[config.mk]
export PLATFORM = sky130hd
export DESIGN_NAME = dual_issue_top
export DESIGN_NICKNAME = d
export VERILOG_FILES = /design/src/hdl/cpu_pkg.sv /design/src/hdl/fetch_queue.sv /design/src/hdl/instr_decoder.sv /design/src/hdl/instr_issue.sv /design/src/hdl/pipe_tracker.sv /design/src/hdl/dual_issue_top.sv
export SDC_FILE = /design/constraint.sdc
export NUM_CORES = 1
export LEC_CHECK = 0
export ABC_CLOCK_PERIOD_IN_PS = 4400
export BUFFER_PORTS_ARGS = -buffer_cell sky130_fd_sc_hd__buf_4
export CELL_PAD_IN_SITES_DETAIL_PLACEMENT = 1
export CELL_PAD_IN_SITES_GLOBAL_PLACEMENT = 1
export CORE_MARGIN = 2
export CORE_UTILIZATION = 44
export CTS_CLUSTER_SIZE = 10
export DETAILED_ROUTE_END_ITERATION = 16
export MAX_ROUTING_LAYER = met4
export PLACE_DENSITY_LB_ADDON = 0.1
export SYNTH_ARGS = -nofsm -noshare
export SYNTH_HDL_FRONTEND = slang
export SYNTH_SLANG_ARGS = --single-unit
[constraint.sdc]
create_clock -name clk -period 4.4 [get_ports clk]
set_input_delay 0.88 -clock clk [delete_from_list [all_inputs] [get_ports clk]]
set_output_delay 0.88 -clock clk [all_outputs]
set_load 0.02 [all_outputs]
[src/hdl/cpu_pkg.sv]
package cpu_pkg;

	localparam int ISSUE_NUM         = 2;
	localparam int DCACHE_PIPE_DEPTH = 2;
	localparam int QUEUE_DEPTH       = 4;

	// operation classes the issue logic cares about
	typedef enum logic [4:0] {
		OP_NOP = 5'd0,
		OP_ALU,
		OP_LW,
		OP_SW,
		OP_BEQ,
		OP_J,
		OP_MULT,
		OP_DIV,
		OP_MFHI,
		OP_MFLO,
		OP_MTC0,
		OP_MFC0,
		OP_ERET
	} op_t;

	typedef struct packed {
		logic        valid;
		logic [31:0] iaddr;
		logic [31:0] instr;
	} fetch_entry_t;

	typedef struct packed {
		op_t         op;
		logic [4:0]  rs1;
		logic [4:0]  rs2;
		// zero when nothing is written
		logic [4:0]  rd;
		logic        is_load;
		logic        is_store;
		logic        is_controlflow;
		logic        is_multicyc;
		logic        is_priv;
		logic        is_nonrw_priv;
		logic [31:0] instr;
	} decoded_instr_t;

endpackage

[src/hdl/fetch_queue.sv]
`timescale 1ns/1ps

module fetch_queue (
	input  logic                                     clk,
	input  logic                                     arst_n,
	input  logic                                     fetch_req,
	input  logic [31:0]                              fetch_instr0,
	input  logic [31:0]                              fetch_instr1,
	input  logic [31:0]                              fetch_iaddr,
	input  logic [$clog2(cpu_pkg::ISSUE_NUM+1)-1:0]  issue_num,
	input  logic                                     frozen,
	output logic                                     fetch_ack,
	output cpu_pkg::fetch_entry_t                    head_entry0,
	output cpu_pkg::fetch_entry_t                    head_entry1
);
	import cpu_pkg::*;

	typedef logic [$clog2(QUEUE_DEPTH+1)-1:0] count_t;

	fetch_entry_t mem [QUEUE_DEPTH];
	logic [$clog2(QUEUE_DEPTH)-1:0] head;
	logic [$clog2(QUEUE_DEPTH)-1:0] head_next;
	logic [$clog2(QUEUE_DEPTH)-1:0] tail;
	logic [$clog2(QUEUE_DEPTH)-1:0] tail_next;
	count_t count;
	count_t push_num;
	logic [$clog2(ISSUE_NUM+1)-1:0] pop_num;
	logic push;

	assign head_next = head + 1'b1;
	assign tail_next = tail + 1'b1;

	// a pair is only taken when both halves fit
	assign push     = fetch_req & ~fetch_ack & (count <= count_t'(QUEUE_DEPTH - ISSUE_NUM));
	assign push_num = push ? count_t'(ISSUE_NUM) : '0;
	assign pop_num  = frozen ? '0 : issue_num;

	always_ff @(posedge clk) begin
		if (push) begin
			mem[tail]      <= '{valid: 1'b1, iaddr: fetch_iaddr, instr: fetch_instr0};
			mem[tail_next] <= '{valid: 1'b1, iaddr: fetch_iaddr + 32'd4, instr: fetch_instr1};
		end
	end

	always_ff @(posedge clk or negedge arst_n) begin
		if (!arst_n) begin
			head      <= '0;
			tail      <= '0;
			count     <= '0;
			fetch_ack <= 1'b0;
		end else begin
			head  <= head + pop_num;
			count <= count + push_num - count_t'(pop_num);
			if (push) begin
				tail <= tail_next + 1'b1;
			end
			// ack stays up until the requester lets go
			if (push) begin
				fetch_ack <= 1'b1;
			end else if (!fetch_req) begin
				fetch_ack <= 1'b0;
			end
		end
	end

	always_comb begin
		head_entry0 = '0;
		head_entry1 = '0;
		if (count != '0) begin
			head_entry0 = mem[head];
		end
		if (count > count_t'(1)) begin
			head_entry1 = mem[head_next];
		end
	end

endmodule

[src/hdl/instr_decoder.sv]
`timescale 1ns/1ps

module instr_decoder (
	input  cpu_pkg::fetch_entry_t   entry,
	output cpu_pkg::decoded_instr_t decoded
);
	import cpu_pkg::*;

	logic [5:0] opcode;
	logic [5:0] funct;
	logic [4:0] rs;
	logic [4:0] rt;
	logic [4:0] rd;

	assign opcode = entry.instr[31:26];
	assign rs     = entry.instr[25:21];
	assign rt     = entry.instr[20:16];
	assign rd     = entry.instr[15:11];
	assign funct  = entry.instr[5:0];

	always_comb begin
		decoded       = '0;
		decoded.instr = entry.instr;
		decoded.rs1   = rs;
		case (opcode)
			6'h00: begin
				decoded.rs2 = rt;
				case (funct)
					6'h08, 6'h09: begin
						decoded.op             = OP_J;
						decoded.is_controlflow = 1'b1;
					end
					6'h10: begin
						decoded.op = OP_MFHI;
						decoded.rd = rd;
					end
					6'h12: begin
						decoded.op = OP_MFLO;
						decoded.rd = rd;
					end
					// results land in hi/lo, not in the register file
					6'h18, 6'h19: begin
						decoded.op          = OP_MULT;
						decoded.is_multicyc = 1'b1;
					end
					6'h1a, 6'h1b: begin
						decoded.op          = OP_DIV;
						decoded.is_multicyc = 1'b1;
					end
					default: begin
						decoded.op = OP_ALU;
						decoded.rd = rd;
					end
				endcase
			end
			6'h02, 6'h03: begin
				decoded.op             = OP_J;
				decoded.rs1            = '0;
				decoded.is_controlflow = 1'b1;
			end
			6'h04, 6'h05, 6'h06, 6'h07: begin
				decoded.op             = OP_BEQ;
				decoded.rs2            = rt;
				decoded.is_controlflow = 1'b1;
			end
			// immediate alu forms write rt
			6'h08, 6'h09, 6'h0a, 6'h0b, 6'h0c, 6'h0d, 6'h0e, 6'h0f: begin
				decoded.op = OP_ALU;
				decoded.rd = rt;
			end
			6'h20, 6'h21, 6'h23, 6'h24, 6'h25: begin
				decoded.op      = OP_LW;
				decoded.rd      = rt;
				decoded.is_load = 1'b1;
			end
			6'h28, 6'h29, 6'h2b: begin
				decoded.op       = OP_SW;
				decoded.rs2      = rt;
				decoded.is_store = 1'b1;
			end
			6'h10: begin
				decoded.rs1     = '0;
				decoded.is_priv = 1'b1;
				case (rs)
					5'h00: begin
						decoded.op = OP_MFC0;
						decoded.rd = rt;
					end
					5'h04: begin
						decoded.op  = OP_MTC0;
						decoded.rs2 = rt;
					end
					// co format, eret and tlb maintenance
					default: begin
						decoded.is_nonrw_priv = 1'b1;
						if (funct == 6'h18) begin
							decoded.op = OP_ERET;
						end
					end
				endcase
			end
			default: begin
				decoded.rs1 = '0;
			end
		endcase
		if (!entry.valid) begin
			decoded = '0;
		end
	end

endmodule

[src/hdl/instr_issue.sv]
`timescale 1ns/1ps

// pairing rules assume exactly two slots
module instr_issue (
	input  cpu_pkg::decoded_instr_t                  id_decoded0,
	input  cpu_pkg::decoded_instr_t                  id_decoded1,
	input  logic                                     instr_valid0,
	input  logic                                     instr_valid1,
	input  cpu_pkg::decoded_instr_t                  ex_decoded0,
	input  cpu_pkg::decoded_instr_t                  ex_decoded1,
	input  cpu_pkg::decoded_instr_t                  dc0_decoded0,
	input  cpu_pkg::decoded_instr_t                  dc0_decoded1,
	input  cpu_pkg::decoded_instr_t                  dc1_decoded0,
	input  cpu_pkg::decoded_instr_t                  dc1_decoded1,
	input  logic                                     frozen,
	output logic [$clog2(cpu_pkg::ISSUE_NUM+1)-1:0]  issue_num,
	output cpu_pkg::decoded_instr_t                  issue_instr0,
	output cpu_pkg::decoded_instr_t                  issue_instr1
);
	import cpu_pkg::*;

	function automatic logic is_load_related(
		input decoded_instr_t id,
		input decoded_instr_t older
	);
		return older.is_load && older.rd != '0 &&
			(id.rs1 == older.rd || id.rs2 == older.rd);
	endfunction

	function automatic logic is_data_related(
		input decoded_instr_t first,
		input decoded_instr_t second
	);
		return first.rd != '0 && (second.rs1 == first.rd || second.rs2 == first.rd);
	endfunction

	function automatic logic reads_hilo(
		input decoded_instr_t id
	);
		return id.op == OP_MFHI || id.op == OP_MFLO;
	endfunction

	// loads whose data is not back yet
	decoded_instr_t load_window [2*ISSUE_NUM];
	logic [ISSUE_NUM-1:0] load_hit;
	logic [ISSUE_NUM-1:0] mem_access;
	logic slot1_not_taken;
	logic priv_in_ex;
	logic nonrw_priv_busy;
	logic stall;

	assign load_window = '{ex_decoded0, ex_decoded1, dc0_decoded0, dc0_decoded1};

	assign mem_access[0] = id_decoded0.is_load | id_decoded0.is_store;
	assign mem_access[1] = id_decoded1.is_load | id_decoded1.is_store;

	always_comb begin
		load_hit = '0;
		for (int i = 0; i < 2*ISSUE_NUM; i++) begin
			load_hit[0] |= is_load_related(id_decoded0, load_window[i]);
			load_hit[1] |= is_load_related(id_decoded1, load_window[i]);
		end
		load_hit &= {instr_valid1, instr_valid0};
	end

	assign priv_in_ex = ex_decoded0.is_priv | ex_decoded1.is_priv;

	assign nonrw_priv_busy =
		  ex_decoded0.is_nonrw_priv  | ex_decoded1.is_nonrw_priv
		| dc0_decoded0.is_nonrw_priv | dc0_decoded1.is_nonrw_priv
		| dc1_decoded0.is_nonrw_priv | dc1_decoded1.is_nonrw_priv;

	// a branch always drags its delay slot along
	assign slot1_not_taken = ~id_decoded0.is_controlflow && (
		   ~instr_valid1
		|| is_data_related(id_decoded0, id_decoded1)
		|| (mem_access[0] && mem_access[1])
		|| id_decoded1.is_controlflow
		|| (id_decoded0.is_priv && id_decoded1.is_priv)
		|| (id_decoded0.is_multicyc && id_decoded1.is_multicyc)
		|| (id_decoded0.is_multicyc && reads_hilo(id_decoded1))
		|| id_decoded1.op == OP_ERET
	);

	assign stall =
		  load_hit[0]
		| (load_hit[1] & ~slot1_not_taken)
		| priv_in_ex
		| nonrw_priv_busy
		| (id_decoded0.is_controlflow & ~instr_valid1)
		| ~(instr_valid0 | instr_valid1)
		| frozen;

	always_comb begin
		issue_num    = 2'd2;
		issue_instr0 = id_decoded0;
		issue_instr1 = id_decoded1;
		if (stall) begin
			issue_num    = '0;
			issue_instr0 = '0;
			issue_instr1 = '0;
		end else if (slot1_not_taken) begin
			issue_num    = 2'd1;
			issue_instr1 = '0;
		end
	end

endmodule

[src/hdl/pipe_tracker.sv]
`timescale 1ns/1ps

module pipe_tracker (
	input  logic                                     clk,
	input  logic                                     arst_n,
	input  logic [$clog2(cpu_pkg::ISSUE_NUM+1)-1:0]  issue_num,
	input  cpu_pkg::decoded_instr_t                  issue_instr0,
	input  cpu_pkg::decoded_instr_t                  issue_instr1,
	input  logic                                     retire_ack,
	output cpu_pkg::decoded_instr_t                  ex_decoded0,
	output cpu_pkg::decoded_instr_t                  ex_decoded1,
	output cpu_pkg::decoded_instr_t                  dc0_decoded0,
	output cpu_pkg::decoded_instr_t                  dc0_decoded1,
	output cpu_pkg::decoded_instr_t                  dc1_decoded0,
	output cpu_pkg::decoded_instr_t                  dc1_decoded1,
	output logic                                     frozen,
	output logic                                     retire_req,
	output logic [$clog2(cpu_pkg::ISSUE_NUM+1)-1:0]  retire_count,
	output logic [31:0]                              retire_instr0,
	output logic [31:0]                              retire_instr1
);
	import cpu_pkg::*;

	typedef enum logic {
		RS_OFFER,
		RS_ACKED
	} retire_state_t;

	// stage 0 is ex, the rest are dcache stages
	decoded_instr_t stage_instr [DCACHE_PIPE_DEPTH+1][ISSUE_NUM];
	logic [$clog2(ISSUE_NUM+1)-1:0] stage_count [DCACHE_PIPE_DEPTH+1];
	retire_state_t state;
	logic group_ready;
	logic accept;

	assign group_ready = stage_count[DCACHE_PIPE_DEPTH] != '0;
	assign retire_req  = group_ready && state == RS_OFFER;
	assign accept      = retire_req & retire_ack;
	// last stage cannot move until its group is taken
	assign frozen      = group_ready & ~accept;

	always_ff @(posedge clk or negedge arst_n) begin
		if (!arst_n) begin
			for (int s = 0; s <= DCACHE_PIPE_DEPTH; s++) begin
				stage_count[s]    <= '0;
				stage_instr[s][0] <= '0;
				stage_instr[s][1] <= '0;
			end
		end else if (!frozen) begin
			stage_count[0]    <= issue_num;
			stage_instr[0][0] <= issue_instr0;
			stage_instr[0][1] <= issue_instr1;
			for (int s = 1; s <= DCACHE_PIPE_DEPTH; s++) begin
				stage_count[s] <= stage_count[s-1];
				stage_instr[s] <= stage_instr[s-1];
			end
		end
	end

	always_ff @(posedge clk or negedge arst_n) begin
		if (!arst_n) begin
			state <= RS_OFFER;
		end else begin
			case (state)
				RS_OFFER: begin
					if (accept) begin
						state <= RS_ACKED;
					end
				end
				// wait for ack to drop before the next offer
				RS_ACKED: begin
					if (!retire_ack) begin
						state <= RS_OFFER;
					end
				end
				default: begin
					state <= RS_OFFER;
				end
			endcase
		end
	end

	assign ex_decoded0  = stage_instr[0][0];
	assign ex_decoded1  = stage_instr[0][1];
	assign dc0_decoded0 = stage_instr[1][0];
	assign dc0_decoded1 = stage_instr[1][1];
	assign dc1_decoded0 = stage_instr[DCACHE_PIPE_DEPTH][0];
	assign dc1_decoded1 = stage_instr[DCACHE_PIPE_DEPTH][1];

	assign retire_count  = stage_count[DCACHE_PIPE_DEPTH];
	assign retire_instr0 = stage_instr[DCACHE_PIPE_DEPTH][0].instr;
	assign retire_instr1 = stage_instr[DCACHE_PIPE_DEPTH][1].instr;

endmodule

[src/hdl/dual_issue_top.sv]
`timescale 1ns/1ps

module dual_issue_top (
	input  logic                                     clk,
	input  logic                                     arst_n,
	input  logic                                     fetch_req,
	input  logic [31:0]                              fetch_instr0,
	input  logic [31:0]                              fetch_instr1,
	input  logic [31:0]                              fetch_iaddr,
	input  logic                                     retire_ack,
	output logic                                     fetch_ack,
	output logic                                     retire_req,
	output logic [$clog2(cpu_pkg::ISSUE_NUM+1)-1:0]  retire_count,
	output logic [31:0]                              retire_instr0,
	output logic [31:0]                              retire_instr1
);
	import cpu_pkg::*;

	fetch_entry_t head_entry0;
	fetch_entry_t head_entry1;
	decoded_instr_t id_decoded0;
	decoded_instr_t id_decoded1;
	decoded_instr_t issue_instr0;
	decoded_instr_t issue_instr1;
	decoded_instr_t ex_decoded0;
	decoded_instr_t ex_decoded1;
	decoded_instr_t dc0_decoded0;
	decoded_instr_t dc0_decoded1;
	decoded_instr_t dc1_decoded0;
	decoded_instr_t dc1_decoded1;
	logic [$clog2(ISSUE_NUM+1)-1:0] issue_num;
	logic frozen;

	fetch_queue i_queue (
		.clk          (clk),
		.arst_n       (arst_n),
		.fetch_req    (fetch_req),
		.fetch_instr0 (fetch_instr0),
		.fetch_instr1 (fetch_instr1),
		.fetch_iaddr  (fetch_iaddr),
		.issue_num    (issue_num),
		.frozen       (frozen),
		.fetch_ack    (fetch_ack),
		.head_entry0  (head_entry0),
		.head_entry1  (head_entry1)
	);

	instr_decoder i_dec0 (
		.entry   (head_entry0),
		.decoded (id_decoded0)
	);

	instr_decoder i_dec1 (
		.entry   (head_entry1),
		.decoded (id_decoded1)
	);

	instr_issue i_issue (
		.id_decoded0  (id_decoded0),
		.id_decoded1  (id_decoded1),
		.instr_valid0 (head_entry0.valid),
		.instr_valid1 (head_entry1.valid),
		.ex_decoded0  (ex_decoded0),
		.ex_decoded1  (ex_decoded1),
		.dc0_decoded0 (dc0_decoded0),
		.dc0_decoded1 (dc0_decoded1),
		.dc1_decoded0 (dc1_decoded0),
		.dc1_decoded1 (dc1_decoded1),
		.frozen       (frozen),
		.issue_num    (issue_num),
		.issue_instr0 (issue_instr0),
		.issue_instr1 (issue_instr1)
	);

	pipe_tracker i_tracker (
		.clk           (clk),
		.arst_n        (arst_n),
		.issue_num     (issue_num),
		.issue_instr0  (issue_instr0),
		.issue_instr1  (issue_instr1),
		.retire_ack    (retire_ack),
		.ex_decoded0   (ex_decoded0),
		.ex_decoded1   (ex_decoded1),
		.dc0_decoded0  (dc0_decoded0),
		.dc0_decoded1  (dc0_decoded1),
		.dc1_decoded0  (dc1_decoded0),
		.dc1_decoded1  (dc1_decoded1),
		.frozen        (frozen),
		.retire_req    (retire_req),
		.retire_count  (retire_count),
		.retire_instr0 (retire_instr0),
		.retire_instr1 (retire_instr1)
	);

endmodule

## Word-level counts from Yosys, hierarchy flattened

Memory sizes are Yosys's and may differ from the RTL's.
Index checks and enable logic that the tools add are counted.

- Multiplexer cells: 50
- Reductions and logical operators: 72
- $add $sub $neg: 7
- $lt $le $gt $ge: 2
- Bitwise logic cells: 35
- Equality and inequality tests: 84

Operators with widths:

| cell | number |
|---|---|
| $mux W65 | 2 |
| $mux W43 | 3 |
| $eq A6 B4 Y1 const B | 20 |
| $eq A6 B6 Y1 const B | 16 |
| $eq A5 B5 Y1 | 18 |
| $eq A6 B5 Y1 const B | 12 |
| $mux W57 | 1 |
| $mux W53 | 1 |
| $eq A6 B3 Y1 const B | 8 |
| $reduce_or A21 Y1 | 2 |
| $mux W5 | 8 |
| $add A32 B3 Y32 const B | 1 |
| $pmux W5 S3 | 2 |
| $pmux W4 S7 | 1 |
| $reduce_or A13 Y1 | 2 |
| $reduce_bool A5 Y1 | 5 |
| $eq A6 B2 Y1 const B | 4 |
| $reduce_or A6 Y1 | 4 |
| $reduce_or A8 Y1 | 3 |
| $or A1 B1 Y1 | 21 |
| $pmux W4 S5 | 1 |
| $pmux W5 S2 | 2 |
| $logic_and A1 B1 Y1 | 19 |
| $mux W1 | 18 |
| 25 further kinds | 76 |

- Input port bits: 100
- Output and inout port bits: 68
- Memories kept: 1
- Logic and storage cells: 281
- Bits in writable memories: 256
- Register bits: 239

Memory list:

| memory | words | bits a word | read ports | clocked after memory_dff | wr ports | RTL line | text |
|---|---|---|---|---|---|---|---|
| i_queue.mem | 4 | 64 | 2 | 0 | 2 | fetch_queue.sv:20 | `fetch_entry_t mem [QUEUE_DEPTH];` |

## Depth between registers and ports, before layout

Gate-level depths: netlist of run 1.
An unclocked memory read counts as a cell.

- Depth after elaboration: 30
- Mapped depth: 22
- Gate-level depth less buffers: 15

## Cells and area by module

Synthesis of run 1 repeated with hierarchy kept, for this count alone.

- Cell total of the unflattened synthesis: 2640
- Area total of the unflattened synthesis: 33324.5 µm²

Modules (own cells, without submodules):

| module | cells each | sequential area each (µm²) | times used | area each (µm²) |
|---|---|---|---|---|
| pipe_tracker | 821 | 8883.5 | 1 | 14461.4 |
| fetch_queue | 1113 | 7862.5 | 1 | 14367.5 |
| instr_issue | 426 | 0.0 | 1 | 2822.7 |
| instr_decoder (i_dec1) | 138 | 0.0 | 1 | 860.8 |
| instr_decoder (i_dec0) | 142 | 0.0 | 1 | 812.0 |

## Least setup slack after synthesis of run 1

Ideal clock, no wire load.

- Path type: reg-to-reg
- Start point: register i_queue.head[1]
- End point: register i_queue.count[2]
- Library setup time: 129 ps
- Path slack: -448 ps
- Period minus slack after synthesis: 4848 ps
- Path buffers: 2
- Data required time: 4271 ps
- Arrival: 4719 ps
- Cell stages (with the launch flop): 18
- Path through: dfrtp_1 > buf_6 > mux4_2 > or4_4 > a211o_4 > o21a_1 > mux2_2 > or4_4 > o211ai_2 > o211ai_2 > a31oi_2 > buf_4 > nor2_1 > fa_1 > inv_1 > ha_1 > xnor2_1 > xnor2_1

- Longest elaborated chain between the ends: 29
- Elaborated cells on any way between the ends: 196
- Classes of those cells: add/sub: 2; eq/ne: 83; mux: 34; bitwise: 19; reduce/logical: 57; memory: 1

RTL lines:

| element | RTL line | text |
|---|---|---|
| start: declaration | fetch_queue.sv:21 | `logic [$clog2(QUEUE_DEPTH)-1:0] head;` |
| start signal: assignment | fetch_queue.sv:52 | `head <= head + pop_num;` |
| $add A2 B1 Y2 or $mem_v2 Z4 W64 (tied branches) | n/a |  |
| $mem_v2 Z4 W64 * | n/a |  |
| $mux W65, or another cell as far along | fetch_queue.sv:72 | `if (count > count_t'(1)) begin` |
| $eq A6 B3 Y1, or another cell as far along | instr_decoder.sv:25 | `case (opcode)` |
| $reduce_or A8 Y1 (no line), or another cell as far along | n/a |  |
| $pmux W5 S2, or another cell as far along | instr_decoder.sv:25 |  |
| $mux W57 or $mux W53 (tied branches) | instr_decoder.sv:106 | `if (!entry.valid) begin` |
| $eq A5 B5 Y1 | instr_issue.sv:34 | `return first.rd != '0 && (second.rs1 == first.rd \|\| second.rs2 == first.rd);` |
| (+13 left out) | n/a |  |
| $or A1 B1 Y1 | instr_issue.sv:88 | `\| priv_in_ex` |
| $or A1 B1 Y1 | instr_issue.sv:89 | `\| nonrw_priv_busy` |
| $or A1 B1 Y1 | instr_issue.sv:90 | `\| (id_decoded0.is_controlflow & ~instr_valid1)` |
| $or A1 B1 Y1 | instr_issue.sv:91 | `\| ~(instr_valid0 \| instr_valid1)` |
| $or A1 B1 Y1 | instr_issue.sv:92 | `\| frozen;` |
| $mux W2 * | instr_issue.sv:98 | `if (stall) begin` |
| $mux W2 * | fetch_queue.sv:36 | `assign pop_num = frozen ? '0 : issue_num;` |
| $sub A3 B2 Y3 * | fetch_queue.sv:53 | `count <= count + push_num - count_t'(pop_num);` |
| end signal: assignment | fetch_queue.sv:53 |  |
| end: declaration | fetch_queue.sv:25 | `count_t count;` |

Mark *: on every way between the ends. The rest lies on a longest branch, timed or not.
A chain may end at the register's enable or synchronous reset.

## Worst setup path in the final report of run 1

Same ends and word-level chain as after synthesis.

==> impl_results.rst, run 1 <==
.. list-table::
   :header-rows: 1

   * - Metric
     - Value
   * - HP Class
     - input port to async pin
   * - Transition time at the pin with the least slew margin
     - just over 0.9 ns
   * - Most common cell after layout, fill and taps aside
     - sky130_fd_sc_hd__buf_4
   * - Dpl hpwl
     - around 45,000 µm
   * - Total routing resource utilization after global routing
     - 27.6%
   * - Min Clock Period, post-route
     - slightly below 5 ns
   * - Number of buffers on the longest clock path
     - 3
   * - Number of max-slew violations in the final report
     - 0
   * - Number of sinks driven by the clock tree
     - 366
   * - Area of the core region
     - between 40,000 and 50,000 µm²
   * - PD cells
     - slightly above 900 nW/µm²
   * - Share of final-layout standard cells stronger than drive strength 1
     - approximately two fifths
   * - Violated checks
     - negative setup slack
   * - Endpoint of the worst register-to-register path
     - i_queue.count[2]$_DFF_PN0_
   * - Setup skew after layout
     - 0.0262 ns
   * - Post-Synthesis Net Count
     - about 1,700
   * - Clock tree root driver cell
     - sky130_fd_sc_hd__clkbuf_16
   * - Critical path's slowest cell
     - sky130_fd_sc_hd__or4_4
   * - Mean post-synth cell area
     - about 12 µm²
   * - Maximum net fanout on the critical path
     - 6
   * - DR DRC count
     - 0
   * - Vias
     - between 10,000 and 15,000
   * - Register-to-Register Setup Slack
     - -0.42 ns
   * - Post-synthesis sequential area ratio
     - roughly 50%
   * - Total standard cell area after synthesis
     - 19,200 µm²
   * - Worst-case headroom to the max-slew limit
     - 39.7%
   * - Area fraction in and, or, nand and nor cells after synthesis
     - 10.2%
   * - Maximum clock rate
     - just over 0.2 GHz
   * - Final weighted congestion in routability-driven placement
     - between 0.9 and 1
   * - Port-buffer cells
     - between 100 and 150
   * - Highest-count cells in the layout ignoring fill and taps
     - sky130_fd_sc_hd__buf_4 (393), sky130_fd_sc_hd__dfrtp_1 (236), sky130_fd_sc_hd__nand2_1 (226)
   * - Cell leakage power
     - ~10 nW
   * - Insertion delay of the later-clocked pin in the worst-skew pair
     - a little under 0.6 ns
   * - Sequential cell area
     - just under 10,000 µm²
   * - Clock transition at the registers of the reported paths
     - ~0.050 ns
   * - Synth async-reset ratio
     - between 60% and 70%
   * - Area of the die
     - 45,200 µm²
   * - Total grt overflow
     - 0
   * - Launching element of the worst setup path
     - i_queue.head[1]$_DFF_PN0_
   * - WL/cell
     - ~24 µm
   * - Number of top-level design ports
     - ~170
   * - Setup TNS Final
     - -1.03 ns
   * - Warnings from Yosys
     - 0
   * - Fraction of synthesized cell area in xor and xnor cells
     - under 10%
   * - Worst setup slack after layout
     - -0.419 ns
   * - Pin count of the biggest net entering global routing
     - between 150 and 200
   * - Depth of the most critical reg-to-reg path
     - 17
   * - Routed vias/inst
     - roughly 5.7
   * - Hold Buf Count CTS
     - 0
   * - Vias in the first global route
     - roughly 15,000
   * - Share of the core filled with cells
     - a little over half
   * - Outcome
     - finished, violations left
   * - Width of the die
     - about 210 µm
   * - Ys flop type
     - sky130_fd_sc_hd__dfrtp_1
   * - Adder and majority gate portion of the synthesized area
     - less than 1%
   * - Worst path max stage delay
     - approximately 0.58 ns
   * - Startpoint of the worst-slack reg-to-reg timing path
     - i_queue.head[1]$_DFF_PN0_
   * - Main area contributors after synthesis
     - sky130_fd_sc_hd__dfrtp_1 (31%), sky130_fd_sc_hd__edfxtp_1 (20%), sky130_fd_sc_hd__mux2_2 (11%)
   * - Cell count after synthesis
     - about 1,600
   * - Overall die height
     - 213 µm
   * - CP Data Required Time
     - 4.85 ns
   * - Worst endpoint data arrival time
     - 5.27 ns
   * - Number of search-and-repair iterations in the first detailed-routing pass
     - 5
   * - Post-synthesis compound-gate area fraction
     - approximately 11%
   * - Setup violators final
     - 3
   * - Dominant combinational cell family by area after synthesis
     - multiplexers
   * - Effective utilization at floorplan
     - about 44%
   * - Final number of hold-violating endpoints
     - 0
   * - Cell taking the most area after synthesis
     - sky130_fd_sc_hd__dfrtp_1
   * - Area added between synthesis and finish
     - 23.2%
   * - Final wirelength
     - approximately 60,000 µm
   * - Crit path cell chain
     - buf_6, mux4_2, or4_4, a211o_4, o21a_1, mux2_4, or4_4, o211ai_2, o211ai_2, buf_6, a31oi_4, nor2_4, fa_1, inv_2, ha_4, xnor2_2, xnor2_1
   * - Critical path launch point type
     - register
   * - Yosys cell types
     - 85
   * - Fin nets
     - a little under 2,000
   * - Fraction of synthesized cell area taken by the top area cell type
     - about 31%
   * - Post-route ant nets
     - 0
   * - Multiplexer fraction of the synthesized cell area
     - between 10% and 20%
   * - Total area of multi-input combinational cells
     - around 8400 µm²
   * - CTS tree
     - yes
   * - Number of rows in the core area
     - 76
   * - Filler cells
     - ~4,500
   * - Final cycle utilization of the critical path
     - 110%
   * - TritonCTS Buffers
     - 43
   * - RSZ-0062 raised after global routing
     - yes
   * - Clock H-tree levels
     - 2
   * - Endpoint class of the critical path
     - register
   * - Drt first-iter violations
     - roughly 890
   * - Peak supply drop
     - 0.000782 V
   * - Critical path start-end classification
     - register to register
   * - Flip-flop and latch count after synthesis
     - 366
   * - Wire length of the first global-routing pass
     - 90,400 µm
   * - Minimum hold slack
     - around 0.32 ns
   * - Antenna violations before repair
     - 1
   * - Number of enable-type register cells in the synthesized netlist
     - 128
   * - MaxCap Viol Count
     - 0
==> worst max-delay path by stage <==
stage,endpoint,cells past startpoint
after floorplan,i_queue.count[2]$_DFF_PN0_,17
after global placement,i_queue.head[1]$_DFF_PN0_,18
after detailed placement,i_queue.head[1]$_DFF_PN0_,18
after CTS,i_queue.count[2]$_DFF_PN0_,16
after global routing,i_queue.count[2]$_DFF_PN0_,20
final,i_queue.count[2]$_DFF_PN0_,17
==> registers in the layout, summed over array words and instances (netlist names), 2 cells and up <==
| register | count |
|---|---|
| i_tracker.retire_instr1 | 32 |
| i_queue.mem | 128 |
| i_tracker.retire_count | 2 |
| i_tracker.dc0_decoded1 | 39 |
| i_queue.count | 3 |
| i_tracker.stage_count | 4 |
| i_tracker.dc0_decoded0 | 39 |
| i_queue.head | 2 |
| i_tracker.ex_decoded0 | 40 |
| i_tracker.ex_decoded1 | 40 |
| i_tracker.retire_instr0 | 32 |
==> cells in the mapped netlist (all sizes together), types with 12 or more instances <==
| cell | count |
|---|---|
| mux4 | 48 |
| edfxtp | 128 |
| a21oi | 29 |
| nand3 | 17 |
| dfrtp | 238 |
| nand2 | 227 |
| nor2b | 14 |
| nor2 | 52 |
| o21ai | 25 |
| xor2 | 15 |
| inv | 29 |
| xnor2 | 28 |
| nand2b | 12 |
| a31oi | 19 |
| buf | 93 |
| o22ai | 24 |
| mux2 | 190 |
| clkbuf | 141 |
| o31ai | 57 |
| and2 | 12 |
| a32o | 25 |
| mux2i | 26 |
| nor3 | 24 |
==> logic make-up after synthesis <==
family          after synthesis
compound gates              284
xor+xnor                     43
fa+ha+maj                     4
buf+inv                     263
flops                       366
mux                         264
simple gates                417
==> worst max-delay path: cells and delay by family (launching register included) <==
kind                       cells  cell delay, ns
buffers and inverters          3            0.31
DFF                            1            0.49
adders and majority gates      2            0.66
xor gates and xnor gates       2            0.26
and+or+nand+nor                3            1.14
AOI/OAI and AO/OA              5            0.99
muxes                          2            0.85
==> power by group <==
part,switching [mW],internal (mW)
clock,1.34,1.81
sequential,0.677,4.73
combinational,7.25,5.89
total,9.27,12.4
==> per-layer routing <==
metal | vias to the layer above | track usage [%] | share of wire, %
li1 | 6419 | - | -
met1 | 7286 | 36.6 | 45
met2 | 318 | 44.3 | 48
met3 | 103 | 3.59 | 3.7
met4 | 0 | 8.99 | 3.1
met5 | - | - | 0
==> final cells by class <==
cell class | count | area share, %
diodes | 1 | 0.0106
clock buffers | 61 | 4.88
clock inverters | 4 | 0.265
inverters | 29 | 0.471
multi-input cells | 1012 | 35.6
flip-flops and latches | 366 | 41.5
well taps | 585 | 3.10
repair buffers | 418 | 14.1
==> stage by stage <==
stage          std cells  instance area [µm²]  total power [mW]  setup WS, ns
2_1_floorplan       1641                19200              12.6        -0.298
5_1_grt             2476                23600              22.9        -0.573
3_3_place_gp        2382                21800              17.3        -0.493
4_1_cts             2464                23300              21.2        -0.407
6_report            2476                23600              21.7        -0.419
3_5_place_dp        2382                21800              17.6        -0.535
==> timing repair <==
item                                    4_1_cts  5_1_grt
resized for setup                            24       55
endpoints found under the setup margin       35       85
buffers inserted                             17       14
endpoints found under the hold margin         0        0
pin swaps                                    19       27
Power figures use the tool's default switching activity.
==> run 2, diff against run 1 <==
CORE_UTILIZATION = 35   (was 44)
PLACE_DENSITY = 0.64   (was unset)
PLACE_DENSITY_LB_ADDON = unset   (was 0.1)
==> impl_results.rst, run 2 (same netlist as run 1, synthesis figures left out) <==
.. list-table::
   :header-rows: 1

   * - Metric
     - Value
   * - Post-route ant nets
     - 0
   * - Register-to-Register Setup Slack
     - -0.38 ns
   * - Crit-path most repeated cell
     - sky130_fd_sc_hd__buf_4
   * - Endpoint class of the critical path
     - register
   * - Worst path max stage delay
     - 0.57 ns
   * - Transition time at the pin with the least slew margin
     - 0.947 ns
   * - Sequential cell area
     - 9810 µm²
   * - Effective utilization at floorplan
     - between 30 and 40%
   * - Min Clock Period, post-route
     - between 4 and 5 ns
   * - Total routing resource utilization after global routing
     - roughly 22%
   * - Cell leakage power
     - between 10 and 15 nW
   * - Filler cells
     - 5,733
   * - Area added between synthesis and finish
     - 23.1%
   * - Overall die height
     - ~240 µm
   * - Width of the die
     - 238 µm
   * - TritonCTS Buffers
     - 44
   * - Design area
     - approximately 24,000 µm²
   * - Peak supply drop
     - 0.000559 V
   * - Setup skew after layout
     - 0.0234 ns
   * - Outcome
     - finished, violations left
   * - Area of the core region
     - about 54,000 µm²
   * - Final weighted congestion in routability-driven placement
     - 0.955
   * - Number of search-and-repair iterations in the first detailed-routing pass
     - 5
   * - Dpl hpwl
     - 45,200 µm
   * - Share of final-layout standard cells stronger than drive strength 1
     - about two fifths
   * - Register with the highest flop count
     - i_queue.mem
   * - RSZ-0062 raised after global routing
     - yes
   * - Crit path cell chain
     - buf_4, mux4_2, or4_4, a211o_4, o21a_1, mux2_4, or4_4, o211ai_2, o211ai_2, buf_4, a31o_1, nor2_4, ha_2, xnor2_2, buf_4, nor4_2, a211oi_2
   * - WL/cell
     - approximately 23 µm
   * - Violated checks
     - negative setup slack
   * - Pin count of the biggest net entering global routing
     - approximately 170
   * - PD cells
     - between 900 and 1000 nW/µm²
   * - Total grt overflow
     - 0
   * - Final cycle utilization of the critical path
     - 109%
   * - Overall power
     - ~21 mW
   * - Drt first-iter violations
     - roughly 930
   * - Final number of hold-violating endpoints
     - 0
   * - Number of rows in the core area
     - 85
   * - CP Data Required Time
     - 4.83 ns
   * - Fin nets
     - a little under 2,000
   * - Number of cells in the design after placement
     - 2,500
   * - Number of flip-flops in the largest register
     - about 130
   * - Number of buffers on the longest clock path
     - 3
   * - Final standard cell count with taps included and fillers excluded
     - approximately 2,600
   * - Wire length of the first global-routing pass
     - about 92,000 µm
   * - Maximum net fanout on the critical path
     - 8
   * - CTS tree
     - yes
   * - Clock H-tree levels
     - 2
   * - Routed vias/inst
     - approximately 5.5
   * - Worst endpoint data arrival time
     - about 5.2 ns
   * - Clock tree root driver cell
     - sky130_fd_sc_hd__clkbuf_16
   * - Number of max-slew violations in the final report
     - 0
   * - Maximum clock rate
     - 0.209 GHz
   * - Setup violators final
     - 3
   * - Vias
     - around 14,000
   * - Number of top-level design ports
     - between 150 and 200
   * - Worst-case headroom to the max-slew limit
     - 36.9%
   * - Critical path start-end classification
     - register to register
   * - Crit path buffers/inverters
     - 3
   * - Antenna violations before repair
     - 0
   * - Insertion delay of the later-clocked pin in the worst-skew pair
     - 0.57 ns
   * - CP delay by family, top
     - compound AO/OA/AOI/OAI gates
   * - Clock transition at the registers of the reported paths
     - 0.06 ns
   * - Vias in the first global route
     - roughly 15,000
   * - Placement Cell Area
     - around 22,000 µm²
   * - Port-buffer cells
     - 135
   * - Most common cell after layout, fill and taps aside
     - sky130_fd_sc_hd__buf_4
   * - DR DRC count
     - 0
   * - Share of the core filled with cells
     - a little over two fifths
   * - Critical path's slowest cell
     - sky130_fd_sc_hd__mux4_2
   * - HP Class
     - input port to async pin
   * - Final antenna diode count
     - 0
   * - MaxCap Viol Count
     - 0
   * - Critical path launch point type
     - register
   * - Total area of multi-input combinational cells
     - ~8200 µm²
   * - Worst setup slack after layout
     - -0.375 ns
   * - Number of sinks driven by the clock tree
     - 366
   * - Highest-count cells in the layout ignoring fill and taps
     - sky130_fd_sc_hd__buf_4 (393), sky130_fd_sc_hd__dfrtp_1 (236), sky130_fd_sc_hd__nand2_1 (227)
   * - Final wirelength
     - a little over 60,000 µm
   * - Area of the die
     - around 57,000 µm²
   * - Minimum hold slack
     - 0.338 ns
## run 2: path summary, 6_finish.rpt
kind | from | end | cells past startpoint
worst min register to register | i_tracker.ex_decoded1[7]$_DFFE_PN0N_ | i_tracker.ex_decoded1[7]$_DFFE_PN0N_ | 2
worst max-delay path | i_queue.head[1]$_DFF_PN0_ | i_queue.head[1]$_DFF_PN0_ | 17
max in group asynchronous | arst_n | i_tracker.retire_instr0[7]$_DFFE_PN0N_ | 2
worst max register to register | i_queue.head[1]$_DFF_PN0_ | i_queue.head[1]$_DFF_PN0_ | 17
worst min-delay path | arst_n | i_tracker.retire_instr1[5]$_DFFE_PN0N_ | 1
min in group clk | i_tracker.ex_decoded1[7]$_DFFE_PN0N_ | i_tracker.ex_decoded1[7]$_DFFE_PN0N_ | 2
## run 2: final cells by class
class                           instances  share of cell area (%)
Clock buffer                           67                    5.38
Inverter                               29                   0.462
Multi-Input combinational cell       1012                    34.9
Clock inverter                          2                   0.106
Sequential cell                       366                    41.6
Tap cell                              696                    3.69
Timing Repair Buffer                  413                    13.8
## run 2: metal layers
layer / vias up / global-route usage, % / wire, µm / part of all wire, %
met2: 355 / 36.0 / 29200 / 48
met1: 7281 / 29.4 / 27800 / 46
met4: 0 / 6.12 / 1410 / 2.3
li1: 6412 / - / - / -
met3: 74 / 2.30 / 2220 / 3.7
met5: - / - / 0 / 0
## run 2: metrics by stage
| stage | setup slack (ns) | TNS (ns) |
|---|---|---|
| floorplan | -0.298 | -0.655 |
| global placement | -0.464 | -1.18 |
| detailed placement | -0.548 | -1.41 |
| CTS | -0.425 | -1.03 |
| global route | -0.511 | -1.61 |
| finish | -0.375 | -0.868 |
## run 2: repair_timing
action / CTS / global route
gates resized for setup: 25 / 17
setup endpoints to repair: 4 / 86
hold buffers: 0 / 0
pin swaps: 15 / 19
buffers inserted: 11 / 7
## run 2: power breakdown
group          total, mW  switching (mW)  internal, mW
Clock               3.31            1.35          1.97
Sequential          5.39           0.664          4.73
Combinational       12.7            7.04          5.70
Total               21.4            9.05          12.4
==> run 3, diff against run 2 <==
ABC_CLOCK_PERIOD_IN_PS = 4200   (was 4400)
clock period = 4.2 ns   (was 4.4 ns; I/O delays follow)
==> impl_results.rst, run 3 (same netlist as run 1, synthesis figures left out) <==
.. list-table::
   :header-rows: 1

   * - Metric
     - Value
   * - Setup skew after layout
     - 0.0272 ns
   * - Maximum clock rate
     - 0.210 GHz
   * - CP Data Required Time
     - 4.64 ns
   * - Final number of hold-violating endpoints
     - 0
   * - Insertion delay of the later-clocked pin in the worst-skew pair
     - 0.57 ns
   * - Worst setup slack after layout
     - -0.565 ns
   * - Transition time at the pin with the least slew margin
     - roughly 0.92 ns
   * - Filler cells
     - about 5,600
   * - Final wirelength
     - 64,300 µm
   * - Port-buffer cells
     - approximately 140
   * - Violated checks
     - negative setup slack
   * - TritonCTS Buffers
     - 44
   * - Area of the die
     - approximately 57,000 µm²
   * - Wire length of the first global-routing pass
     - just over 90,000 µm
   * - Critical path start-end classification
     - register to register
   * - Drt first-iter violations
     - roughly 1,000
   * - Overall die height
     - approximately 240 µm
   * - Cell leakage power
     - ~11 nW
   * - WL/cell
     - between 20 and 25 µm
   * - Total grt overflow
     - 0
   * - Area added between synthesis and finish
     - 30.2%
   * - DR DRC count
     - 0
   * - Share of the core filled with cells
     - between 40% and 50%
   * - HP Class
     - input port to async pin
   * - Outcome
     - finished, violations left
   * - Overall power
     - around 25 mW
   * - Highest-count cells in the layout ignoring fill and taps
     - sky130_fd_sc_hd__buf_4 (419), sky130_fd_sc_hd__dfrtp_1 (236), sky130_fd_sc_hd__nand2_1 (226)
   * - Design area
     - between 20,000 and 25,000 µm²
   * - PD cells
     - roughly 1000 nW/µm²
   * - MaxCap Viol Count
     - 0
   * - Number of flip-flops in the largest register
     - approximately 130
   * - Peak supply drop
     - 0.000507 V
   * - CTS tree
     - yes
   * - Setup TNS Final
     - -3.24 ns
   * - Clock tree root driver cell
     - sky130_fd_sc_hd__clkbuf_16
   * - Most common cell after layout, fill and taps aside
     - sky130_fd_sc_hd__buf_4
   * - Number of top-level design ports
     - around 170
   * - Area of the core region
     - between 50,000 and 60,000 µm²
   * - Clock H-tree levels
     - 2
   * - Register with the highest flop count
     - i_queue.mem
   * - Effective utilization at floorplan
     - between 30% and 40%
   * - Post-route ant nets
     - 0
   * - Fin nets
     - between 2,000 and 2,500
   * - Antenna violations before repair
     - 0
   * - Final cycle utilization of the critical path
     - 113%
   * - Final standard cell count with taps included and fillers excluded
     - approximately 2,600
   * - Min Clock Period, post-route
     - about 4.8 ns
   * - Critical path launch point type
     - register
   * - Width of the die
     - around 240 µm
   * - Worst-case headroom to the max-slew limit
     - between 30 and 40%
   * - Clock transition at the registers of the reported paths
     - ~0.06 ns
   * - Final antenna diode count
     - 0
   * - Dpl hpwl
     - between 40,000 and 50,000 µm
   * - Number of sinks driven by the clock tree
     - roughly 370
   * - Total routing resource utilization after global routing
     - 22.4%
   * - Final weighted congestion in routability-driven placement
     - around 0.93
   * - Number of buffers on the longest clock path
     - 3
   * - Hold Buf Count CTS
     - 0
   * - Vias in the first global route
     - 15,000
   * - Worst endpoint data arrival time
     - about 5.2 ns
   * - Vias
     - roughly 14,000
   * - Maximum net fanout on the critical path
     - 5
   * - RSZ-0062 raised after global routing
     - yes
   * - Number of rows in the core area
     - between 80 and 90
   * - Number of search-and-repair iterations in the first detailed-routing pass
     - 5
   * - Placement Cell Area
     - 22,200 µm²
   * - Pin count of the biggest net entering global routing
     - around 160
   * - Routed vias/inst
     - 5.49
   * - Setup violators final
     - 31
   * - Endpoint class of the critical path
     - register
   * - Share of final-layout standard cells stronger than drive strength 1
     - roughly 45%
   * - Number of cells in the design after placement
     - between 2,000 and 3,000
   * - Setup slack after placement
     - -0.684 ns
   * - Minimum hold slack
     - approximately 0.26 ns
   * - Number of max-slew violations in the final report
     - 0
[run 3: cell count changes in the layout (fill, tap and decap cells not counted), sizes merged]
cell / delta
bufinv: +3
clkbuf: -6
clkinv: +2
buf: +47
[run 3: power breakdown]
part,switching (mW),total [mW],internal [mW]
sequential,0.687,5.64,4.95
combinational,8.56,16.0,7.41
clock,1.42,3.54,2.12
total,10.7,25.2,14.5
[run 3: worst paths after layout]
path / startpoint / endpoint / slack [ns] / cells after the start
worst max-delay path: i_queue.head[0]$_DFF_PN0_ / i_queue.count[2]$_DFF_PN0_ / -0.57 / 17
worst min-delay path: arst_n / i_tracker.retire_instr1[3]$_DFFE_PN0N_ / 0.26 / 1
worst max register to register: i_queue.head[0]$_DFF_PN0_ / i_queue.count[2]$_DFF_PN0_ / -0.57 / 17
worst min register to register: i_tracker.ex_decoded1[24]$_DFFE_PN0N_ / i_tracker.ex_decoded1[24]$_DFFE_PN0N_ / 0.47 / 2
max in group asynchronous: arst_n / i_tracker.retire_instr1[18]$_DFFE_PN0N_ / 2.93 / 2
min in group clk: i_tracker.ex_decoded1[24]$_DFFE_PN0N_ / i_tracker.ex_decoded1[24]$_DFFE_PN0N_ / 0.47 / 2
[run 3: worst max-delay path, cell delays in order (launching register included)]
cell                      delay, ns
sky130_fd_sc_hd__dfrtp_4       0.50
sky130_fd_sc_hd__buf_6         0.15
sky130_fd_sc_hd__buf_6         0.11
sky130_fd_sc_hd__mux4_2        0.49
sky130_fd_sc_hd__nor4_4        0.36
sky130_fd_sc_hd__nand4_2       0.17
sky130_fd_sc_hd__o211a_4       0.34
sky130_fd_sc_hd__o22a_1        0.22
sky130_fd_sc_hd__or4_1         0.52
sky130_fd_sc_hd__a221o_1       0.39
sky130_fd_sc_hd__buf_6         0.15
sky130_fd_sc_hd__a31oi_4       0.21
sky130_fd_sc_hd__nor2_4        0.06
sky130_fd_sc_hd__fa_1          0.51
sky130_fd_sc_hd__inv_2         0.06
sky130_fd_sc_hd__ha_4          0.16
sky130_fd_sc_hd__xnor2_2       0.12
sky130_fd_sc_hd__xnor2_1       0.12
[run 3: final cells by class]
cell class | count | area (µm²) | area share (%)
Timing Repair Buffer | 467 | 3940 | 15.8
Sequential cell | 366 | 9810 | 39.3
Tap cell | 696 | 871 | 3.49
Inverter | 29 | 109 | 0.436
Clock inverter | 7 | 123 | 0.491
Multi-Input combinational cell | 1012 | 8940 | 35.8
Clock buffer | 54 | 1170 | 4.68
[run 3: repair_timing]
item / in CTS / in global routing
buffers inserted: 25 / 19
setup endpoints to repair: 86 / 87
gates resized for setup: 37 / 148
gates cloned: 1 / 8
pin swaps: 20 / 51
hold endpoints to repair: 0 / 0
[run 3: routing by layer]
metal	wire length, µm	vias up	global-route usage (%)
met5	0	-	-
met4	1890	0	7.22
met3	3000	99	2.44
met2	31100	390	36.2
met1	28300	7417	29.7
li1	-	6528	-
